--- config.mk ---
export PLATFORM = sky130hd
export DESIGN_NAME = hazard_unit_flat
export DESIGN_NICKNAME = d
export VERILOG_FILES = /design/src/rv_pkg.sv /design/src/ex_mem_if.sv /design/src/hazard_unit.sv /design/src/flat_wrapper.sv
export VERILOG_INCLUDE_DIRS = /design/src /design/src/src
export SDC_FILE = /design/constraint.sdc
export NUM_CORES = 1
export LEC_CHECK = 0
export BUFFER_PORTS_ARGS = -buffer_cell sky130_fd_sc_hd__buf_2
export CAP_MARGIN = 20
export CELL_PAD_IN_SITES_DETAIL_PLACEMENT = 0
export CELL_PAD_IN_SITES_GLOBAL_PLACEMENT = 2
export CORE_ASPECT_RATIO = 1.4
export CORE_MARGIN = 8
export CORE_UTILIZATION = 10
export DETAILED_ROUTE_END_ITERATION = 16
export PLACE_DENSITY = 0.95
export SYNTH_ARGS = -nofsm -noshare
export SYNTH_HDL_FRONTEND = slang
export SYNTH_SLANG_ARGS = --single-unit
export TNS_END_PERCENT = 30
--- constraint.sdc ---
create_clock -name vclk -period 0.9
set_input_delay 0.045 -clock vclk [all_inputs]
set_output_delay 0.045 -clock vclk [all_outputs]
set_load 0.02 [all_outputs]
--- src/rv_core_cfg.svh ---
`ifndef RV_CORE_CFG_SVH
`define RV_CORE_CFG_SVH

// Data path and address width
`define XLEN       32

// Register index width, 32 integer registers
`define REG_AW     5

// Instruction memory size in words
`define IMEM_DEPTH 256
`define IMEM_AW    $clog2(`IMEM_DEPTH)

// First fetch address after reset
`define RESET_PC   32'h0000_0000

`endif

--- src/rv_pkg.sv ---
`default_nettype none

package rv_pkg;

    // Major opcodes of the supported subset
    typedef enum logic [6:0] {
        OPC_OP     = 7'b0110011,
        OPC_OP_IMM = 7'b0010011,
        OPC_LOAD   = 7'b0000011,
        OPC_STORE  = 7'b0100011,
        OPC_BRANCH = 7'b1100011
    } opcode_e;

    typedef enum logic [2:0] {
        ALU_ADD = 3'd0,
        ALU_SUB = 3'd1,
        ALU_AND = 3'd2,
        ALU_OR  = 3'd3,
        ALU_XOR = 3'd4,
        ALU_SLT = 3'd5
    } alu_op_e;

    // Operand source in EX
    typedef enum logic [1:0] {
        FWD_REG      = 2'd0,
        FWD_FROM_MEM = 2'd1,
        FWD_FROM_WB  = 2'd2
    } fwd_sel_e;

    // All zero is a bubble
    typedef struct packed {
        logic    reg_write;
        logic    mem_read;
        logic    mem_write;
        logic    branch;
        logic    branch_ne;
        logic    alu_src_imm;
        alu_op_e alu_op;
    } ctrl_t;

endpackage

`default_nettype wire

--- src/ex_mem_if.sv ---
`timescale 1ns/1ps
`default_nettype none

`include "rv_core_cfg.svh"

interface ex_mem_if import rv_pkg::*; ();

    logic [`XLEN-1:0]   alu_result;
    logic [`XLEN-1:0]   store_data;
    logic [`REG_AW-1:0] rd;
    ctrl_t              ctrl;
    logic               valid;

    // EX/MEM register side
    modport ex (output alu_result, store_data, rd, ctrl, valid);

    // Memory stage and hazard unit
    modport mem (input alu_result, store_data, rd, ctrl, valid);

endinterface

`default_nettype wire

--- src/hazard_unit.sv ---
`timescale 1ns/1ps
`default_nettype none

`include "rv_core_cfg.svh"

module hazard_unit import rv_pkg::*; (
    input  logic [`REG_AW-1:0] idex_rs1,
    input  logic [`REG_AW-1:0] idex_rs2,
    input  logic [`REG_AW-1:0] idex_rd,
    input  logic               idex_mem_read,
    input  logic [`REG_AW-1:0] id_rs1,
    input  logic [`REG_AW-1:0] id_rs2,
    ex_mem_if.mem              mem,
    input  logic               wb_en,
    input  logic [`REG_AW-1:0] wb_rd,
    input  logic               branch_taken,
    input  logic               bus_wait,
    output fwd_sel_e           fwd_a,
    output fwd_sel_e           fwd_b,
    output logic               stall,
    output logic               bubble,
    output logic               flush
);

    logic load_use;

    // Younger result in MEM wins over WB
    function automatic fwd_sel_e fwd_for(input logic [`REG_AW-1:0] rs,
                                         input logic [`REG_AW-1:0] mem_rd,
                                         input logic               mem_we,
                                         input logic [`REG_AW-1:0] last_rd,
                                         input logic               last_we);
        if (rs == '0) begin
            return FWD_REG;
        end
        if (mem_we && mem_rd == rs) begin
            return FWD_FROM_MEM;
        end
        if (last_we && last_rd == rs) begin
            return FWD_FROM_WB;
        end
        return FWD_REG;
    endfunction

    assign fwd_a = fwd_for(idex_rs1, mem.rd, mem.ctrl.reg_write, wb_rd, wb_en);
    assign fwd_b = fwd_for(idex_rs2, mem.rd, mem.ctrl.reg_write, wb_rd, wb_en);

    // Load in EX feeding the instruction in ID
    assign load_use = idex_mem_read && idex_rd != '0 &&
                      (idex_rd == id_rs1 || idex_rd == id_rs2);

    // A waiting bus access freezes everything, including the flush
    assign stall  = bus_wait || load_use;
    assign bubble = load_use && !bus_wait;
    assign flush  = branch_taken && !bus_wait;

endmodule

`default_nettype wire

--- src/flat_wrapper.sv ---
// flat-port wrapper written by rule: the top's interface ports become plain ports
module hazard_unit_flat import rv_pkg::*;
  (idex_rs1, idex_rs2, idex_rd, idex_mem_read, id_rs1, id_rs2, wb_en, wb_rd, branch_taken, bus_wait, fwd_a, fwd_b, stall, bubble, flush, mem_alu_result, mem_store_data, mem_rd, mem_ctrl, mem_valid);
  ex_mem_if mem_i ();
  input  logic [`REG_AW-1:0] idex_rs1;
  input  logic [`REG_AW-1:0] idex_rs2;
  input  logic [`REG_AW-1:0] idex_rd;
  input  logic idex_mem_read;
  input  logic [`REG_AW-1:0] id_rs1;
  input  logic [`REG_AW-1:0] id_rs2;
  input  logic wb_en;
  input  logic [`REG_AW-1:0] wb_rd;
  input  logic branch_taken;
  input  logic bus_wait;
  output fwd_sel_e fwd_a;
  output fwd_sel_e fwd_b;
  output logic stall;
  output logic bubble;
  output logic flush;
  input wire logic [$bits(mem_i.alu_result)-1:0] mem_alu_result;
  input wire logic [$bits(mem_i.store_data)-1:0] mem_store_data;
  input wire logic [$bits(mem_i.rd)-1:0] mem_rd;
  input wire logic [$bits(mem_i.ctrl)-1:0] mem_ctrl;
  input wire logic [$bits(mem_i.valid)-1:0] mem_valid;
  assign mem_i.alu_result = mem_alu_result;
  assign mem_i.store_data = mem_store_data;
  assign mem_i.rd = mem_rd;
  assign mem_i.ctrl = mem_ctrl;
  assign mem_i.valid = mem_valid;
  hazard_unit u_core (.idex_rs1(idex_rs1), .idex_rs2(idex_rs2), .idex_rd(idex_rd), .idex_mem_read(idex_mem_read), .id_rs1(id_rs1), .id_rs2(id_rs2), .mem(mem_i), .wb_en(wb_en), .wb_rd(wb_rd), .branch_taken(branch_taken), .bus_wait(bus_wait), .fwd_a(fwd_a), .fwd_b(fwd_b), .stall(stall), .bubble(bubble), .flush(flush));
endmodule
* Word-level counts from Yosys, hierarchy flattened
Cells that the tools add are included.
Storage, ports and cells: bits in registers 0, bits in latches 0, RAM bits 0, bits in read-only memories 0, logic and storage cells 44, memories 0
Cells by class: add/subtract/negate cells 0, $mul 0, div/mod/pow operators 0, $lt $le $gt $ge 0, eq/ne operators 6, shift-type cells 0, muxes and demuxes 24, bitwise operators 0, reduce and logical (&&, ||, !) cells 14
Operators with widths (number):
- equality test 5 bit | 6
- 2-to-1 mux 2 bit | 12
- 2-to-1 mux 1 bit | 12
- logical NOT 5 bit | 2
- logical AND 1 bit | 8
- nonzero test 5 bit | 1
- logical OR 1 bit | 2
- logical NOT 1 bit | 1

* Depth between registers and ports, before layout
word-level depth 9, mapped depth 4, gate-level depth less buffers 4

* Worst setup path after synthesis
Ideal clock, no wire load.
path kind in2out, from in idex_rs2[3], to out fwd_b[1], arrival 1.007 ns, data required time 0.855 ns, slack -0.152 ns, stages on the path 4, cell sequence xor2_1 > nor3_1 > nand3_1 > a211oi_1
On the way: longest elaborated chain between the ends 8, elaborated cells on any way between the ends 16, those cells by class eq/ne: 2; mux: 11; reduce/logical: 3
RTL lines:
- start, declared | RTL line flat_wrapper.sv:6 | input logic [`REG_AW-1:0] idex_rs2;
- equality test 5 bit | RTL line hazard_unit.sv:39 | if (last_we && last_rd == rs) begin
- logical AND 1 bit | RTL line hazard_unit.sv:39
- 2-to-1 mux 1 bit (2 in series) | RTL line hazard_unit.sv:39
- 2-to-1 mux 1 bit | RTL line hazard_unit.sv:36 | if (mem_we && mem_rd == rs) begin
- 2-to-1 mux 2 bit | RTL line hazard_unit.sv:42 | return FWD_REG;
- 2-to-1 mux 2 bit | RTL line hazard_unit.sv:39
- 2-to-1 mux 2 bit (*) | RTL line hazard_unit.sv:36
- end, declared | RTL line flat_wrapper.sv:16 | output fwd_sel_e fwd_b;
Mark *: on every way between the ends. The rest lies on a longest branch, timed or not. The select of a mux whose other input is x is not followed.

* Final worst setup path
from in idex_rs1[4], to out fwd_a[0]
On the way: longest elaborated chain between the ends 8, elaborated cells on any way between the ends 16, those cells by class eq/ne: 2; mux: 11; reduce/logical: 3
RTL lines:
- start, declared | RTL line flat_wrapper.sv:5 | input logic [`REG_AW-1:0] idex_rs1;
- equality test 5 bit | RTL line hazard_unit.sv:39
- logical AND 1 bit | RTL line hazard_unit.sv:39
- 2-to-1 mux 1 bit (2 in series) | RTL line hazard_unit.sv:39
- 2-to-1 mux 1 bit | RTL line hazard_unit.sv:36
- 2-to-1 mux 2 bit | RTL line hazard_unit.sv:42
- 2-to-1 mux 2 bit | RTL line hazard_unit.sv:39
- 2-to-1 mux 2 bit (*) | RTL line hazard_unit.sv:36
- end, declared | RTL line flat_wrapper.sv:15 | output fwd_sel_e fwd_a;
Marked as above.

==> run_results.csv <==
group,metric,value,unit
cells_and_area,layout_common_cells,"buf_2 (38), xor2_1 (21), buf_4 (16)",
die,die_width,71.29,um
power,p_per_area,413.5,nW/um^2
logic_synthesis,synth_xor_xnor_area_share,59.36,%
die,coreArea,4169,sq um
logic_synthesis,ys_seq_area_share,0,%
cells_and_area,finalNonFillerCells,161,
setup_path,critPathArrivalTime,1.08,ns
grt,grt_util_all_layers,5.343,%
logic_synthesis,yosys.area_share.simple,31.58,%
die,die-area,6658,sq um
cells_and_area,final_common_cell,"buf_2",
sta,max_freq,892.5,MHz
sta,slew_violations,0,
logic_synthesis,synth.distinct_cells,19,
logic_synthesis,synth_compound_area_share,9.064,%
setup_path,crit_chain,"buf_2 -> or4_4 -> nor2_4 -> nor2_1 -> buf_4",
cells_and_area,fin_area,883.3,sq um
logic_synthesis,syn_nets,170,
logic_synthesis,ys_warn_count,0,
die,ios,120,
hold_path,hp-class,"input pin to primary output",
setup_path,cp_max_fo,3,
cells_and_area,seq_area,0,sq um
job,maxCapViolCount,0,
placement,gp_congestion,0.7644,
setup_path,cp-start-kind,"input pin",
cells_and_area,fillers,468,
grt,antenna_found_initial,0,
cells_and_area,antennaDiodeCount,0,
cells_and_area,seq_cell_count,0,
drt,wl_per_cell,11.76,um
grt,grt-ovfl-total,0,
placement,dp_slack,-0.2581,ns
cts,cts_hold_buf,0,
logic_synthesis,netlist_area,427.9,sq um
sta,setup_violations,6,
power,finalPower,365.3,uW
drt,vias_per_cell,3.863,
die,die_h,93.40,um
setup_path,worst_setup_path_end_kind,"primary output",
logic_synthesis,synth_area_leaders,"xor2_1 (43%), xnor2_1 (16%), nor3_1 (4.7%)",
status,outcome,"finished, violations left",
sta,rsz0062_at_grt,"yes",
die,initial_core_util,10.26,%
die,rows,28,
setup_path,cp_slowest_cell,"or4_4",
logic_synthesis,synth_fa_ha_area_share,0,%
sta,relSlewSlack,86.66,%
setup_path,setup.worst_path.class,"input pin to primary output",
grt,grt_pass1_wl,3015,um
setup_path,crit_buf_inv,2,
sta,postLayoutSetupSlackWorst,-0.2205,ns
sta,fin_crit_sh,124.5,%
placement,hpwl,1740,um
cells_and_area,multiInputGateArea,456.7,sq um
cells_and_area,nClkBuffers,0,
cells_and_area,fin_util,21.19,%
logic_synthesis,muxShareOfSynthArea,0,%
setup_path,crit_family,"simple AND/OR/NAND/NOR gates",
logic_synthesis,synth_cells,57,
cells_and_area,layout-drive-gt1-share,56.90,%
grt,first_global_vias,682,
power,peakVddDrop,0.1532,mV
drt,dr_total_vias,622,
setup_path,cpPeakStageDelay,0.53,ns
cells_and_area,syn2layout_area_growth,106.4,%
placement,dp.cells,160,
sta,final-hold-violation-count,0,
placement,post_dp_cell_area,807.0,sq um
drt,wl,1893,um
drt,first_pass_iters,2,
power,leakagePower,0.4259,nW
grt,grt_max_degree,4,
drt,detail_route.iter0.violations,5,
sta,tightest_slew,0.1984,ns
placement,port_buffers,47,
cells_and_area,final_nets,231,
status,failed_checks,"setup timing",
logic_synthesis,synth_top_family_by_area,"XOR/XNOR gates",
drt,ant_nets,0,
logic_synthesis,syn_area_per_cell,7.507,sq um
setup_path,required,0.85,ns
logic_synthesis,synth_area_leader_cell,"xor2_1",
logic_synthesis,yosys.area.top_type_share,42.98,%
sta,fin_crit,1.120,ns
drt,drc_errors,0,
-- worst min-delay path: stages --
cell,delay (ns)
buf_2,0.10
nor2b_1,0.04
buf_2,0.15
-- cell type report --
cell class                      count  area share [%]
Tap cell                           45           6.374
Timing Repair Buffer               59           41.93
Multi-Input combinational cell     57           51.70
-- logic make-up (layout without fill, tap and decap cells) --
family,Yosys count,after routing
xor gates and xnor gates,29,29
and+or+nand+nor,23,23
AOI/OAI and AO/OA,5,5
buffers and inverters,0,59
-- synth_stat cells (all sizes together), types with 2 or more instances --
| cell type | instances |
|---|---|
| nand2 | 3 |
| xnor2 | 8 |
| nor2 | 5 |
| or4 | 3 |
| nor4 | 2 |
| nor3 | 4 |
| nand3 | 2 |
| xor2 | 21 |
-- timing repair --
item,4_1_cts,5_1_grt
pin swaps,8,1
endpoints found under the setup margin,6,6
endpoints found under the hold margin,0,0
setup buffers,1,0
gates resized for setup,12,4
-- power by group --
group          total (mW)  internal, mW  leakage, nW  switching (mW)
clock network           0             0            0               0
registers               0             0            0               0
logic               0.365         0.202        0.426           0.164
-- per-layer routing --
layer	vias up	track usage (%)	share of wire, %	wire length (um)
li1	319	-	-	-
met1	280	6.066	39	737
met2	23	9.992	54	1017
met3	0	1.392	7.3	138
met4	0	0.3484	0	0
met5	-	0	0	0
-- final timing paths --
check	startpoint	to	cells after the start
worst max-delay path	idex_rs1[4]	fwd_a[0]	5
worst min-delay path	bus_wait	flush	3
-- stage by stage --
stage / setup TNS (ns) / hold slack (ns)
final: -1.222 / 0.3743
after global routing: -1.607 / 0.3856
after CTS: -1.237 / 0.3754
after detailed placement: -1.255 / 0.3739
after global placement: -1.317 / 0.3736
after floorplan: -0.1161 / 0.1681
No activity file was read; power rests on OpenSTA's default activity.
