--- config.mk ---
export PLATFORM = sky130hd
export DESIGN_NAME = memory_stage_flat
export DESIGN_NICKNAME = d
export VERILOG_FILES = /design/src/rv_pkg.sv /design/src/ex_mem_if.sv /design/src/memory_stage.sv /design/src/flat_wrapper.sv
export VERILOG_INCLUDE_DIRS = /design/src /design/src/src
export SDC_FILE = /design/constraint.sdc
export NUM_CORES = 1
export LEC_CHECK = 0
export BUFFER_PORTS_ARGS = -buffer_cell sky130_fd_sc_hd__buf_2
export CORE_ASPECT_RATIO = 2
export CORE_MARGIN = 1.5
export CORE_UTILIZATION = 45
export DETAILED_ROUTE_END_ITERATION = 10
export MAX_ROUTING_LAYER = met4
export PLACE_DENSITY = 0.85
export SLEW_MARGIN = 40
export SYNTH_ARGS = -nofsm -noshare
export SYNTH_HDL_FRONTEND = slang
export SYNTH_SLANG_ARGS = --single-unit
--- constraint.sdc ---
create_clock -name clk -period 6.5 [get_ports clk]
set_clock_uncertainty 0.15 [all_clocks]
set_input_delay 0.65 -clock clk [delete_from_list [all_inputs] [get_ports clk]]
set_output_delay 0.65 -clock clk [all_outputs]
set_load 0.03 [all_outputs]
--- src/rv_core_cfg.svh ---
`ifndef RV_CORE_CFG_SVH
`define RV_CORE_CFG_SVH

// Data path and address width
`define XLEN       32

// Register index width, 32 integer registers
`define REG_AW     5

// Instruction memory size in words
`define IMEM_DEPTH 256
`define IMEM_AW    $clog2(`IMEM_DEPTH)

// First fetch address after reset
`define RESET_PC   32'h0000_0000

`endif

--- src/rv_pkg.sv ---
`default_nettype none

package rv_pkg;

    // Major opcodes of the supported subset
    typedef enum logic [6:0] {
        OPC_OP     = 7'b0110011,
        OPC_OP_IMM = 7'b0010011,
        OPC_LOAD   = 7'b0000011,
        OPC_STORE  = 7'b0100011,
        OPC_BRANCH = 7'b1100011
    } opcode_e;

    typedef enum logic [2:0] {
        ALU_ADD = 3'd0,
        ALU_SUB = 3'd1,
        ALU_AND = 3'd2,
        ALU_OR  = 3'd3,
        ALU_XOR = 3'd4,
        ALU_SLT = 3'd5
    } alu_op_e;

    // Operand source in EX
    typedef enum logic [1:0] {
        FWD_REG      = 2'd0,
        FWD_FROM_MEM = 2'd1,
        FWD_FROM_WB  = 2'd2
    } fwd_sel_e;

    // All zero is a bubble
    typedef struct packed {
        logic    reg_write;
        logic    mem_read;
        logic    mem_write;
        logic    branch;
        logic    branch_ne;
        logic    alu_src_imm;
        alu_op_e alu_op;
    } ctrl_t;

endpackage

`default_nettype wire

--- src/ex_mem_if.sv ---
`timescale 1ns/1ps
`default_nettype none

`include "rv_core_cfg.svh"

interface ex_mem_if import rv_pkg::*; ();

    logic [`XLEN-1:0]   alu_result;
    logic [`XLEN-1:0]   store_data;
    logic [`REG_AW-1:0] rd;
    ctrl_t              ctrl;
    logic               valid;

    // EX/MEM register side
    modport ex (output alu_result, store_data, rd, ctrl, valid);

    // Memory stage and hazard unit
    modport mem (input alu_result, store_data, rd, ctrl, valid);

endinterface

`default_nettype wire

--- src/memory_stage.sv ---
`timescale 1ns/1ps
`default_nettype none

`include "rv_core_cfg.svh"

module memory_stage (
    input  logic               clk,
    input  logic               rst,
    ex_mem_if.mem              mem,
    input  logic               stall,
    output logic               wb_cyc,
    output logic               wb_stb,
    output logic               wb_we,
    output logic [`XLEN-1:0]   wb_adr,
    output logic [`XLEN-1:0]   wb_wdata,
    input  logic [`XLEN-1:0]   wb_rdata,
    input  logic               wb_ack,
    output logic               bus_wait,
    output logic               wb_en,
    output logic [`REG_AW-1:0] wb_rd,
    output logic [`XLEN-1:0]   wb_data
);

    typedef enum logic {
        BUS_READY,
        BUS_RECOVER
    } bus_state_e;

    bus_state_e       state;
    logic             req;
    logic [`XLEN-1:0] alu_q;
    logic [`XLEN-1:0] load_q;
    logic             mem_to_reg_q;

    assign req = mem.valid && (mem.ctrl.mem_read || mem.ctrl.mem_write);

    // Strobe stays low for a cycle after every ack
    assign wb_stb   = req && (state == BUS_READY);
    assign wb_cyc   = wb_stb;
    assign wb_we    = mem.ctrl.mem_write;
    assign wb_adr   = mem.alu_result;
    assign wb_wdata = mem.store_data;
    assign bus_wait = req && !(wb_stb && wb_ack);

    always_ff @(posedge clk) begin
        if (rst) begin
            state <= BUS_READY;
        end else begin
            state <= (wb_stb && wb_ack) ? BUS_RECOVER : BUS_READY;
        end
    end

    // MEM/WB, load data captured on the ack edge
    always_ff @(posedge clk) begin
        if (rst) begin
            wb_en <= 1'b0;
        end else if (!stall) begin
            wb_en <= mem.valid && mem.ctrl.reg_write;
        end
    end

    always_ff @(posedge clk) begin
        if (!stall) begin
            wb_rd        <= mem.rd;
            alu_q        <= mem.alu_result;
            load_q       <= wb_rdata;
            mem_to_reg_q <= mem.ctrl.mem_read;
        end
    end

    assign wb_data = mem_to_reg_q ? load_q : alu_q;

endmodule

`default_nettype wire

--- src/flat_wrapper.sv ---
// flat-port wrapper written by rule: the top's interface ports become plain ports
module memory_stage_flat 
  (clk, rst, stall, wb_cyc, wb_stb, wb_we, wb_adr, wb_wdata, wb_rdata, wb_ack, bus_wait, wb_en, wb_rd, wb_data, mem_alu_result, mem_store_data, mem_rd, mem_ctrl, mem_valid);
  ex_mem_if mem_i ();
  input  logic clk;
  input  logic rst;
  input  logic stall;
  output logic wb_cyc;
  output logic wb_stb;
  output logic wb_we;
  output logic [`XLEN-1:0] wb_adr;
  output logic [`XLEN-1:0] wb_wdata;
  input  logic [`XLEN-1:0] wb_rdata;
  input  logic wb_ack;
  output logic bus_wait;
  output logic wb_en;
  output logic [`REG_AW-1:0] wb_rd;
  output logic [`XLEN-1:0] wb_data;
  input wire logic [$bits(mem_i.alu_result)-1:0] mem_alu_result;
  input wire logic [$bits(mem_i.store_data)-1:0] mem_store_data;
  input wire logic [$bits(mem_i.rd)-1:0] mem_rd;
  input wire logic [$bits(mem_i.ctrl)-1:0] mem_ctrl;
  input wire logic [$bits(mem_i.valid)-1:0] mem_valid;
  assign mem_i.alu_result = mem_alu_result;
  assign mem_i.store_data = mem_store_data;
  assign mem_i.rd = mem_rd;
  assign mem_i.ctrl = mem_ctrl;
  assign mem_i.valid = mem_valid;
  memory_stage u_core (.clk(clk), .rst(rst), .mem(mem_i), .stall(stall), .wb_cyc(wb_cyc), .wb_stb(wb_stb), .wb_we(wb_we), .wb_adr(wb_adr), .wb_wdata(wb_wdata), .wb_rdata(wb_rdata), .wb_ack(wb_ack), .bus_wait(bus_wait), .wb_en(wb_en), .wb_rd(wb_rd), .wb_data(wb_data));
endmodule
# Word level (Yosys, flattened, before mapping)

Cells that the tools add are included.

Bits in registers: 72
Input bits: 115
Output and inout port bits: 106
Word-level logic and storage cells: 16

Mux-type cells: 2
Bitwise gates (word level): 1
Reductions and logical operators: 7

Operators by type and width:

| operator          | count |
|---|---|
| 32-bit 2-to-1 mux | 1 |
| 1-bit logical AND | 5 |
| 1-bit logical NOT | 1 |
| 1-bit logical OR  | 1 |
| 1-bit 2-to-1 mux  | 1 |
| 1-bit inverter    | 1 |

# Depth between registers and ports, before layout

Depth in word-level cells: 6
Gate-level depth with buffers: 3
Mapped depth without buffers: 2

# Least setup slack after synthesis

No wires, ideal clock.

Path kind: input to register
Start: input port stall
End: register u_core.alu_q[0], enable pin
Library setup time: 0.424 ns
Arrival: 2.008 ns
Setup slack: 3.919 ns
Stages: 1
Cell sequence: inv_1

RTL lines:

| what                 | line               | source |
|---|---|---|
| from (decl)          | flat_wrapper.sv:7  | `input logic stall;` |
| to (signal assigned) | memory_stage.sv:65 | `alu_q <= mem.alu_result;` |
| to (decl)            | memory_stage.sv:31 | `` logic [`XLEN-1:0] alu_q; `` |

No word-level cell between the ends.

# Worst setup path in the final report

Start: register u_core.mem_to_reg_q
End: output port wb_data[30]

Word-level cells in the longest chain between the ends: 1

RTL lines:

| what                   | line               | source |
|---|---|---|
| from (decl)            | memory_stage.sv:33 | `logic mem_to_reg_q;` |
| from (signal assigned) | memory_stage.sv:67 | `mem_to_reg_q <= mem.ctrl.mem_read;` |
| 32-bit 2-to-1 mux      | memory_stage.sv:71 | `assign wb_data = mem_to_reg_q ? load_q : alu_q;` |
| to (decl)              | flat_wrapper.sv:18 | `` output logic [`XLEN-1:0] wb_data; `` |

Every way passes these cells.

==> run summary <==
## Run status
• status: completed

## STA
• Setup Total Neg Slack: 0 ns
• final critical-path share of the clock period: 38.7%
• Finish-stage setup viols: 0
• headroom to the max-slew limit: 60.2%
• pin slew with the least headroom to its limit: 0.597 ns
• Tmin final: 2.52 ns
• max-slew violations: 0
• number of failing hold endpoints at the final stage: 0
• Fin Hold WS: 0.309 ns
• RSZ-0062 raised after global routing: no
• Max Fclk: 397 MHz
• Final WS setup: 3.98 ns

## GRT
• global-route wire length before repair: 7990 um
• global route overflow: 0
• gr usage total: 14.8%
• pin count of the biggest net entering global routing: 71
• vias in the first global route: 1700
• number of antenna violations at the first check in global routing: 0

## Synthesis
• adder-cell share of the synthesized area: 0%
• main combinational cell family by area after synthesis: buffers and inverters
• Avg Inst Size Synth: 17.6 um^2
• number of distinct library cells after synthesis: 14
• share of synthesized area spent on multiplexers: 14.7%
• Mapped Area: 0.00323 mm^2
• number of synthesized register bits: 72
• cells taking the most area after synthesis: edfxtp_1 (65%), buf_4 (15%), mux2_4 (14%)
• Post-Synth Simple-Gate Area: 0.736%
• share of synthesized area occupied by flip-flops and latches: 66.4%
• post-synthesis cell count: 183
• area fraction of the dominant cell type after synthesis: 65.1%
• synth warn: 0
• post-synthesis xor/xnor area fraction: 0%
• cell taking the most area after synthesis: edfxtp_1
• fraction of the mapped netlist area in compound gates: 0.465%
• Mapped Nets: 298

## Detailed routing
• total number of vias: 1698
• DR iter-0 viols: 49
• first drt pass iteration count: 4
• total length of routed wires: 5580 um
• wire length per cell after detailed routing: 15.0 um
• post-route DRC violation count: 0
• number of vias per cell after detailed routing: 4.58
• remaining antenna violation count: 0

## Power
• power share of the clock group: 37.8%
• switching part of the total power: 23.6%
• Logic pwr share: 16.4%
• leakage power of the design: 0.00171 uW
• portion of total power attributed to sequential cells: 45.8%
• internal power: 935 uW
• switching power of the nets: 289 uW
• maximum vdd ir drop: 0.000174 V
• pwr/cell area: 320 mW/mm^2

## Final layout
• post-layout utilization of the core: 55.2%
• diodes inserted: 0
• fraction of final layout cells sized beyond drive strength 1: 69.8%
• nets: 391
• Filler cells: 563
• layout overhead on the synthesized area: 18.7%

## CTS
• total of hold buffers inserted after clock tree synthesis: 0
• cts repair resizes: 0
• buffers from clock root to sink, at most: 2
• CTS H-tree lvls: 3
• TritonCTS clock tree: yes
• clock sink total: 72
• number of CTS-inserted buffers: 9
• clk_lat worst skew: 0.31 ns
• Clock Pin Slew Worst Setup and Hold Paths: 0.05 ns
• Post-CTS Setup Inserts: 0
• clk root buf: clkbuf_16

## Setup path
• critical register-to-register path endpoint: u_core.state
• startpoint of the worst register-to-register path: u_core.state
• cell with the largest stage delay on the worst path: buf_4
• worst stage delay on the critical path: 0.49 ns
• R2R depth: 1
• cell chain of the critical path: buf_4 -> mux2_2 -> buf_2
• startpoint type of the worst setup path: flop
• arrival time reported for the critical path endpoint: 1.72 ns
• CP Data Required Time: 5.70 ns
• slack of the worst reg-to-reg path: 5.64 ns
• type of the worst setup path: reg2out
• Critical Path Sink Type: output port
• largest fanout on the critical path: 32

## Placement
• routability congestion estimate from global placement: 0.761
• minimum setup slack after placement: 4.30 ns
• Port Buf Inserts: 150
• DP Wirelength: 4220 um

## Floorplanning
• core area: 0.00694 mm^2
• overall die area: 0.00772 mm^2
• Initial Util: 46.5%
• count of pins on the block boundary: 221
• count of standard-cell rows: 43
• die width: 62.9 um
• floorplan die height: 123 um

## Min path
• startpoint of the most critical hold path: u_core.state
• Hold Path Cell Cnt: 1
• worst hold path type: reg2reg
• Hold EP: u_core.state

## Run
• max-cap violations: 0

flip-flops by register name (all words and copies together) (netlist names):
| name | cells |
|---|---|
| u_core.alu_q | 32 |
| u_core.load_q | 32 |
| u_core.mem_to_reg_q | 1 |
| u_core.state | 1 |
| u_core.wb_en | 1 |
| u_core.wb_rd | 5 |
area by class of cell:
type | instances | area, um^2 | area share (%)
well taps | 90 | 113 | 2.94
flip-flops and latches | 72 | 2140 | 55.9
clock inverters | 1 | 30.0 | 0.784
inverters | 2 | 7.51 | 0.196
repair buffers | 152 | 769 | 20.1
clock buffers | 15 | 258 | 6.73
multi-input cells | 39 | 512 | 13.4
power by group through the flow:
stage	clock network (uW)	logic (uW)	registers, uW
after floorplan	0	190	573
after global placement	0	201	566
after detailed placement	0	203	570
after CTS	478	204	561
after global routing	495	212	563
final	463	201	560
synth_stat cells:
library cell	count
mux2_4	30
buf_4	66
dfxtp_1	2
buf_6	1
mux2_2	2
nand2_1	1
o21ai_0	1
nand3b_1	1
edfxtp_1	70
nor2_1	1
inv_1	2
buf_12	3
a21oi_1	2
nor4b_1	1
placed cells by master, fill, tap and decap left out:
master / instances
a21oi_1: 2
buf_2: 150
buf_4: 1
buf_6: 1
bufinv_16: 1
clkbuf_1: 5
clkbuf_16: 9
clkbuf_8: 1
dfxtp_1: 2
edfxtp_1: 70
inv_1: 1
inv_2: 1
mux2_2: 2
mux2_4: 30
nand2_1: 1
nand3b_1: 1
nor2_1: 1
nor4b_1: 1
o21ai_0: 1
critical path: cells and delay by family (launching register included):
family / cells / cell delay [ns]
flops: 1 / 0.32
buf+inv: 2 / 0.67
mux: 1 / 0.41
cells by family (layout without fill, tap and decap cells):
kind of cell	after synthesis	count (layout)
AND/OR/NAND/NOR	4	4
AO/OA/AOI/OAI	3	3
multiplexers	32	32
buffers and inverters	72	170
flip-flops	72	72
metal layers:
metal / track usage, % / share of wire (%)
met1: 13.2 / 31
met2: 25.3 / 57
met4: 12.2 / 5.0
met3: 4.40 / 6.9
met5: - / 0
stage by stage:
step | std cells | cell area [um^2] | total power (uW)
3_3_place_gp | 355 | 3540 | 767
5_1_grt | 371 | 3830 | 1270
3_5_place_dp | 355 | 3540 | 773
4_1_cts | 371 | 3830 | 1240
2_1_floorplan | 183 | 3230 | 762
6_report | 371 | 3830 | 1220
how the worst max path moves through the flow:
stage / from / end / slack [ns]
final: u_core.mem_to_reg_q / wb_data[30] / 3.98
after global routing: u_core.mem_to_reg_q / wb_data[29] / 3.90
after CTS: u_core.mem_to_reg_q / wb_data[30] / 3.94
after detailed placement: u_core.mem_to_reg_q / wb_data[30] / 4.30
after global placement: u_core.mem_to_reg_q / wb_data[30] / 4.30
after floorplan: stall / u_core.alu_q[0] / 3.92
Note: power is estimated with default switching activity, not from simulation.
