**src/rv_core_cfg.svh**
```systemverilog
`ifndef RV_CORE_CFG_SVH
`define RV_CORE_CFG_SVH

// Data path and address width
`define XLEN       32

// Register index width, 32 integer registers
`define REG_AW     5

// Instruction memory size in words
`define IMEM_DEPTH 256
`define IMEM_AW    $clog2(`IMEM_DEPTH)

// First fetch address after reset
`define RESET_PC   32'h0000_0000

`endif

```
**src/rv_pkg.sv**
```systemverilog
`default_nettype none

package rv_pkg;

    // Major opcodes of the supported subset
    typedef enum logic [6:0] {
        OPC_OP     = 7'b0110011,
        OPC_OP_IMM = 7'b0010011,
        OPC_LOAD   = 7'b0000011,
        OPC_STORE  = 7'b0100011,
        OPC_BRANCH = 7'b1100011
    } opcode_e;

    typedef enum logic [2:0] {
        ALU_ADD = 3'd0,
        ALU_SUB = 3'd1,
        ALU_AND = 3'd2,
        ALU_OR  = 3'd3,
        ALU_XOR = 3'd4,
        ALU_SLT = 3'd5
    } alu_op_e;

    // Operand source in EX
    typedef enum logic [1:0] {
        FWD_REG      = 2'd0,
        FWD_FROM_MEM = 2'd1,
        FWD_FROM_WB  = 2'd2
    } fwd_sel_e;

    // All zero is a bubble
    typedef struct packed {
        logic    reg_write;
        logic    mem_read;
        logic    mem_write;
        logic    branch;
        logic    branch_ne;
        logic    alu_src_imm;
        alu_op_e alu_op;
    } ctrl_t;

endpackage

`default_nettype wire

```
**src/decode_stage.sv**
```systemverilog
`timescale 1ns/1ps
`default_nettype none

`include "rv_core_cfg.svh"

module decode_stage import rv_pkg::*; (
    input  logic               clk,
    input  logic               rst,
    input  logic [`XLEN-1:0]   if_pc,
    input  logic [`XLEN-1:0]   if_instr,
    input  logic               stall,
    input  logic               bubble,
    input  logic               flush,
    input  logic               wb_en,
    input  logic [`REG_AW-1:0] wb_rd,
    input  logic [`XLEN-1:0]   wb_data,
    output logic [`XLEN-1:0]   idex_pc,
    output logic [`XLEN-1:0]   idex_rs1_val,
    output logic [`XLEN-1:0]   idex_rs2_val,
    output logic [`XLEN-1:0]   idex_imm,
    output logic [`REG_AW-1:0] idex_rs1,
    output logic [`REG_AW-1:0] idex_rs2,
    output logic [`REG_AW-1:0] idex_rd,
    output ctrl_t              idex_ctrl,
    output logic               id_valid,
    output logic [`REG_AW-1:0] id_rs1,
    output logic [`REG_AW-1:0] id_rs2
);

    logic [`XLEN-1:0]   regs [2**`REG_AW];
    logic [`XLEN-1:0]   rs1_val;
    logic [`XLEN-1:0]   rs2_val;
    logic [`XLEN-1:0]   imm;
    logic [`REG_AW-1:0] rd;
    logic [2:0]         funct3;
    ctrl_t              ctrl;
    logic               instr_legal;

    assign id_rs1 = if_instr[19:15];
    assign id_rs2 = if_instr[24:20];
    assign rd     = if_instr[11:7];
    assign funct3 = if_instr[14:12];

    function automatic alu_op_e alu_from_funct(input logic [2:0] f3, input logic sub);
        case (f3)
            3'b000:  return sub ? ALU_SUB : ALU_ADD;
            3'b010:  return ALU_SLT;
            3'b100:  return ALU_XOR;
            3'b110:  return ALU_OR;
            3'b111:  return ALU_AND;
            default: return ALU_ADD;
        endcase
    endfunction

    // Main decoder and immediate select, I-type unless overridden
    always_comb begin
        ctrl        = '0;
        instr_legal = 1'b1;
        imm         = {{20{if_instr[31]}}, if_instr[31:20]};
        case (opcode_e'(if_instr[6:0]))
            OPC_OP: begin
                ctrl.reg_write = 1'b1;
                ctrl.alu_op    = alu_from_funct(funct3, if_instr[30]);
            end
            OPC_OP_IMM: begin
                ctrl.reg_write   = 1'b1;
                ctrl.alu_src_imm = 1'b1;
                ctrl.alu_op      = alu_from_funct(funct3, 1'b0);
            end
            OPC_LOAD: begin
                ctrl.reg_write   = 1'b1;
                ctrl.mem_read    = 1'b1;
                ctrl.alu_src_imm = 1'b1;
            end
            OPC_STORE: begin
                ctrl.mem_write   = 1'b1;
                ctrl.alu_src_imm = 1'b1;
                imm = {{20{if_instr[31]}}, if_instr[31:25], if_instr[11:7]};
            end
            OPC_BRANCH: begin
                ctrl.branch    = 1'b1;
                ctrl.branch_ne = funct3[0];
                imm = {{19{if_instr[31]}}, if_instr[31], if_instr[7],
                       if_instr[30:25], if_instr[11:8], 1'b0};
            end
            default: begin
                instr_legal = 1'b0;
            end
        endcase
    end

    // x0 is never written and stays zero from reset
    always_ff @(posedge clk) begin
        if (rst) begin
            for (int i = 0; i < 2**`REG_AW; i++) begin
                regs[i] <= '0;
            end
        end else if (wb_en && wb_rd != '0) begin
            regs[wb_rd] <= wb_data;
        end
    end

    // Same-cycle writeback bypass
    assign rs1_val = (wb_en && wb_rd != '0 && wb_rd == id_rs1) ? wb_data : regs[id_rs1];
    assign rs2_val = (wb_en && wb_rd != '0 && wb_rd == id_rs2) ? wb_data : regs[id_rs2];

    always_ff @(posedge clk) begin
        if (rst || bubble || flush) begin
            idex_ctrl <= '0;
            id_valid  <= 1'b0;
        end else if (!stall) begin
            idex_ctrl <= ctrl;
            id_valid  <= instr_legal;
        end
    end

    always_ff @(posedge clk) begin
        if (!stall) begin
            idex_pc      <= if_pc;
            idex_rs1_val <= rs1_val;
            idex_rs2_val <= rs2_val;
            idex_imm     <= imm;
            idex_rs1     <= id_rs1;
            idex_rs2     <= id_rs2;
            idex_rd      <= rd;
        end
    end

endmodule

`default_nettype wire

```
**config.mk**
```make
export PLATFORM = sky130hd
export DESIGN_NAME = decode_stage
export DESIGN_NICKNAME = d
export VERILOG_FILES = /design/src/rv_pkg.sv /design/src/decode_stage.sv
export VERILOG_INCLUDE_DIRS = /design/src /design/src/src
export SDC_FILE = /design/constraint.sdc
export NUM_CORES = 2
export LEC_CHECK = 0
export BUFFER_PORTS_ARGS = -buffer_cell sky130_fd_sc_hd__clkbuf_2
export CORE_ASPECT_RATIO = 0.9
export CORE_MARGIN = 1.5
export CORE_UTILIZATION = 55
export DETAILED_ROUTE_END_ITERATION = 8
export PLACE_DENSITY = 0.74
export SLEW_MARGIN = 40
export SYNTH_ARGS = -nofsm -noshare
export SYNTH_HDL_FRONTEND = slang
export SYNTH_SLANG_ARGS = --single-unit
```
**constraint.sdc**
```tcl
create_clock -name clk -period 6.65 [get_ports clk]
set_input_delay 0.9975 -clock clk [delete_from_list [all_inputs] [get_ports clk]]
set_output_delay 0.9975 -clock clk [all_outputs]
set_load 0.02 [all_outputs]
```
# [After elaboration in Yosys (flattened, before gate mapping)]
# Memories as Yosys holds them, arrays and structs flattened.
# Index checks and enable logic that the tools add are counted.
[op_classes] n_eq_ne=11 n_mux=21 n_reduce_logical=11
[op_table] operator="32-bit two-way mux" count=3
[op_table] operator="32-bit OR reduction" count=1
[op_table] operator="12-bit one-hot mux with 2 select lines" count=1
[op_table] operator="3-bit one-hot mux with 5 select lines" count=1
[op_table] operator="7-bit by 6-bit equality test with 1-bit output, second input constant" count=2
[op_table] operator="1-bit two-way mux" count=12
[op_table] operator="3-bit one-hot mux with 4 select lines" count=1
[op_table] operator="5-bit equality test" count=2
[op_table] operator="3-bit equality test, second input constant" count=3
[op_table] operator="7-bit by 2-bit equality test with 1-bit output, second input constant" count=1
[op_table] operator="7-bit by 5-bit equality test with 1-bit output, second input constant" count=1
[op_table] operator="7-bit equality test, second input constant" count=1
[op_table] operator="3-bit one-hot mux with 2 select lines" count=1
[op_table] operator="3-bit OR reduction" count=2
[op_table] operator="5-bit two-way mux" count=1
[op_table] operator="5-bit nonzero test" count=1
[op_table] operator="5-bit OR reduction" count=1
[op_table] operator="3-bit by 2-bit equality test with 1-bit output, second input constant" count=1
[op_table] operator="1-bit logical AND" count=3
[op_table] operator="3-bit logical NOT" count=1
[op_table] operator="1-bit logical OR" count=2
[op_table] operator="2-bit two-way mux" count=1
[word_totals] elab_cells=59 in_bits=107 memories=1 reg_bits=134 ram_bits=1024 out_inout_bits=163
[memory_table] name="regs" depth=32 word_bits=32 read_ports=2 rd_ports_with_merged_regs=0 wr=32 line="decode_stage.sv:30" source="logic [`XLEN-1:0] regs [2**`REG_AW];"

# [Longest topological paths before layout]
[logic_depth] word_depth=7 depth_mapped=8 ltp_nobuf=5

# [Worst setup path after synthesis]
# Ideal clock, no wire load.
[synth_timing] path_type="input to register" start="in stall" end="reg id_valid" stages=3 path_buffers=0 setup_slack_ps=2649 setup_ps=78 arrival_ps=3923 required_ps=6572 path_cell_list="inv_1 > o211ai_1 > a21oi_1"
[synth_lines] item="start, declared" line="decode_stage.sv:11" source="input logic stall,"
[synth_lines] item="end signal, assigned" line="decode_stage.sv:113" source="id_valid <= instr_legal;"
[synth_lines] item="end, declared" line="decode_stage.sv:25" source="output logic id_valid,"

==> impl_metrics.csv <==
group,metric,value,unit
outcome,status,"finished clean",
power_and_ir_drop,switchingPower,4.16,mW
yosys,synth_flop_cell,"edfxtp_1",
global_routing,grt_first_pass_wirelength,247000,µm
cts,clockBufferDepth,3,
yosys,synth_commonest_cells,"1148 x edfxtp_1, 993 x and2_1, 495 x mux4_2",
cts,tritoncts,"yes",
power_and_ir_drop,p_leak,22.3,nW
job,drv_cap,0,
timing,fin_tns_setup,0,ps
critical_path,critPathMaxFanout,37,
power_and_ir_drop,sw_frac_of_total,24.0,%
cts,cts.repair.resized,0,
detailed_routing,dr.pass1.iters,5,
min_path,hold_path_end,"idex_ctrl[4]",
placed_design,dp.cells,5081,
floorplan,initial_core_util,55.5,%
power_and_ir_drop,comb_power_share,10.7,%
detailed_routing,ant_nets,0,
detailed_routing,via_per_inst,6.84,
detailed_routing,vias,36300,
power_and_ir_drop,ir_drop,0.201,mV
finish,finalNonFillerCells,5308,
timing,slew_viol_final,0,
yosys,yosysTopAreaCell,"edfxtp_1",
yosys,synth-edff-count,1148,
floorplan,rows,113,
detailed_routing,wl_per_cell,32.9,µm
yosys,synth_most_common_cell,"edfxtp_1",
yosys,ys_ff_latch,1158,
min_path,worstHoldPathCells,2,
yosys,syn_inst,3710,
power_and_ir_drop,clkPwrFrac,39.0,%
yosys,async_flop_share,0,%
cts,path_clk_slew,60,ps
timing,tightest_slew,914,ps
critical_path,rr_worst_depth,4,
cts,post-cts-setup-buffers,0,
critical_path,critical_path.most_common_cell,"buf_4",
finish,multi_input_area,21800,µm²
critical_path,cp-start-kind,"input pin",
power_and_ir_drop,p_int,13.1,mW
timing,relSlewSlack,39.0,%
cts,root_buffer,"clkbuf_16",
finish,drive_gt1_share,28.9,%
critical_path,cpMaxStageDelayCell,"or2_2",
placed_design,gp_congestion,0.897,
critical_path,crit_type,"in2reg",
critical_path,crit_arrival,4260,ps
yosys,synth_warnings,0,
power_and_ir_drop,powerDensity,267,nW/µm²
floorplan,boundaryPins,270,
yosys,synth.yosys.seq_area_share,59.2,%
global_routing,grt_usage,32.0,%
detailed_routing,wl,175000,µm
power_and_ir_drop,seq_power_share,50.3,%
min_path,hold_start,"idex_ctrl[4]",
yosys,syn_area_per_cell,15.8,µm²
cts,hold_buffers,0,
critical_path,endpoint_kind,"flip-flop",
global_routing,grt_max_degree,63,
finish,seqCellArea,34700,µm²
yosys,synth_top_area_share,58.9,%
timing,final.min_clock_period,3890,ps
finish,fin_nets,3931,
timing,fmax,257,MHz
floorplan,core,105000,µm²
cts,cts.htree.levels,3,
timing,hold_viol_final,0,
detailed_routing,detail_route.iter0.violations,5567,
finish,syn_to_final_growth,10.5,%
min_path,hold_path_class,"reg2reg",
finish,num-fill-cells,7500,
placed_design,dp_hpwl,104000,µm
yosys,yosys-top-cells-area,"edfxtp_1 59%, mux4_2 19%, and2_1 11%, o22ai_1 2.7%, clkbuf_1 1.4%",
cts,cts.sinks,1158,
yosys,ys_types,47,
global_routing,antenna_found_initial,14,
critical_path,timing.rr.start,"regs[18][14]",
critical_path,reg2reg_to,"idex_rs1_val[14]",
critical_path,crit_path_max_incr_delay,780,ps
global_routing,grt_overflow,0,
timing,post-route-period-util,58.5,%
floorplan,die-area,108000,µm²
yosys,synthesis.area,58500,µm²
floorplan,chipHeight,312,µm
timing,finalSetupViolCount,0,
global_routing,grt_pass1_vias,35500,
detailed_routing,drc,0,
critical_path,critPathRequiredTime,7020,ps
cts,clock_latency,720,ps
placed_design,portBuffers,269,
timing,rsz0062_at_grt,"no",
floorplan,die_w,347,µm
critical_path,r2r_slack,4520,ps
cts,cts_made_buffers,120,
timing,skew,23.1,ps
critical_path,cp_cell_sequence,"buf_4 -> nor2b_1 -> nand3_1 -> nor2_4 -> buf_4 -> or2_2 -> buf_4",
power groups by stage:
stage | clock [mW] | combinational [mW] | sequential (mW)
CTS | 6.76 | 1.83 | 8.69
global route | 7.03 | 1.91 | 8.74
floorplan | 0 | 1.16 | 8.85
global placement | 0 | 1.79 | 8.81
finish | 6.74 | 1.85 | 8.70
detailed placement | 0 | 1.82 | 8.84
how the worst max path moves through the flow:
stage | depth (start not counted) | from | to | slack [ps]
floorplan | 3 | stall | id_valid | 2650
global placement | 6 | wb_rd[2] | regs[24][2] | 2280
detailed placement | 7 | rst | regs[15][17] | 2230
CTS | 7 | rst | regs[15][26] | 2960
global route | 7 | rst | regs[15][26] | 2790
finish | 7 | rst | regs[15][28] | 2760
layer usage:
layer / GRT usage (%) / share of wire [%] / up-vias
li1: - / - / 14600
met1: 43.7 / 36 / 18400
met2: 48.5 / 45 / 2804
met3: 9.45 / 14 / 486
met4: 13.7 / 4.6 / 14
met5: 0 / 0.052 / -
cell usage in the layout (no fill, tap or decap), drive strengths merged, types with 7 or more instances in the layout:
cell type / instances
dfxtp: 10
nand2: 77
edfxtp: 1148
mux4: 508
nand3: 8
a21oi: 8
bufinv: 12
o21ai: 64
buf: 115
or4: 64
nand3b: 11
conb: 32
mux2i: 8
nor2: 46
or2: 31
inv: 8
and2: 993
o22ai: 248
clkbuf: 416
mux2: 9
clkinv: 56
xnor2: 7
stage by stage:
stage                     instance area, µm²  power, mW  hold WS (ps)  utilization, %  worst slack, ps
after CTS                              64600       17.3           436            61.3             2960
after floorplan                        58700       10.0           541               -             2650
after global routing                   64600       17.7           451            61.3             2790
after global placement                 60500       10.6           452            57.4             2280
final                                  64700       17.3           461            61.3             2760
after detailed placement               60700       10.7           452            57.6             2230
state kept, by name, indices dropped and copies added (netlist names):
name / count
idex_rs2_val: 32
idex_rd: 5
idex_pc: 32
idex_imm: 13
regs: 1024
idex_ctrl: 9
idex_rs1_val: 32
id_valid: 1
idex_rs2: 5
idex_rs1: 5
cell families after synthesis:
family | synth area share (%)
compound gates | 3.48
xor+xnor | 0.165
buf+inv | 4.10
flops | 59.2
mux | 19.9
other cells | 0.00641
simple gates | 13.1
area by class of cell:
cell class,instances,area share [%]
Antenna cell,4,0.0155
Tap cell,1380,2.67
Timing Repair Buffer,379,3.85
Sequential cell,1158,53.6
Multi-Input combinational cell,2158,33.8
Clock inverter,70,0.999
Inverter,7,0.0484
Clock buffer,152,5.02
worst max-delay path, delay by kind of cell:
kind                   cells  cell delay (ps)
AND/OR/NAND/NOR            4             1910
buffers and inverters      3             1260
No activity file was read; power rests on OpenSTA's default activity.
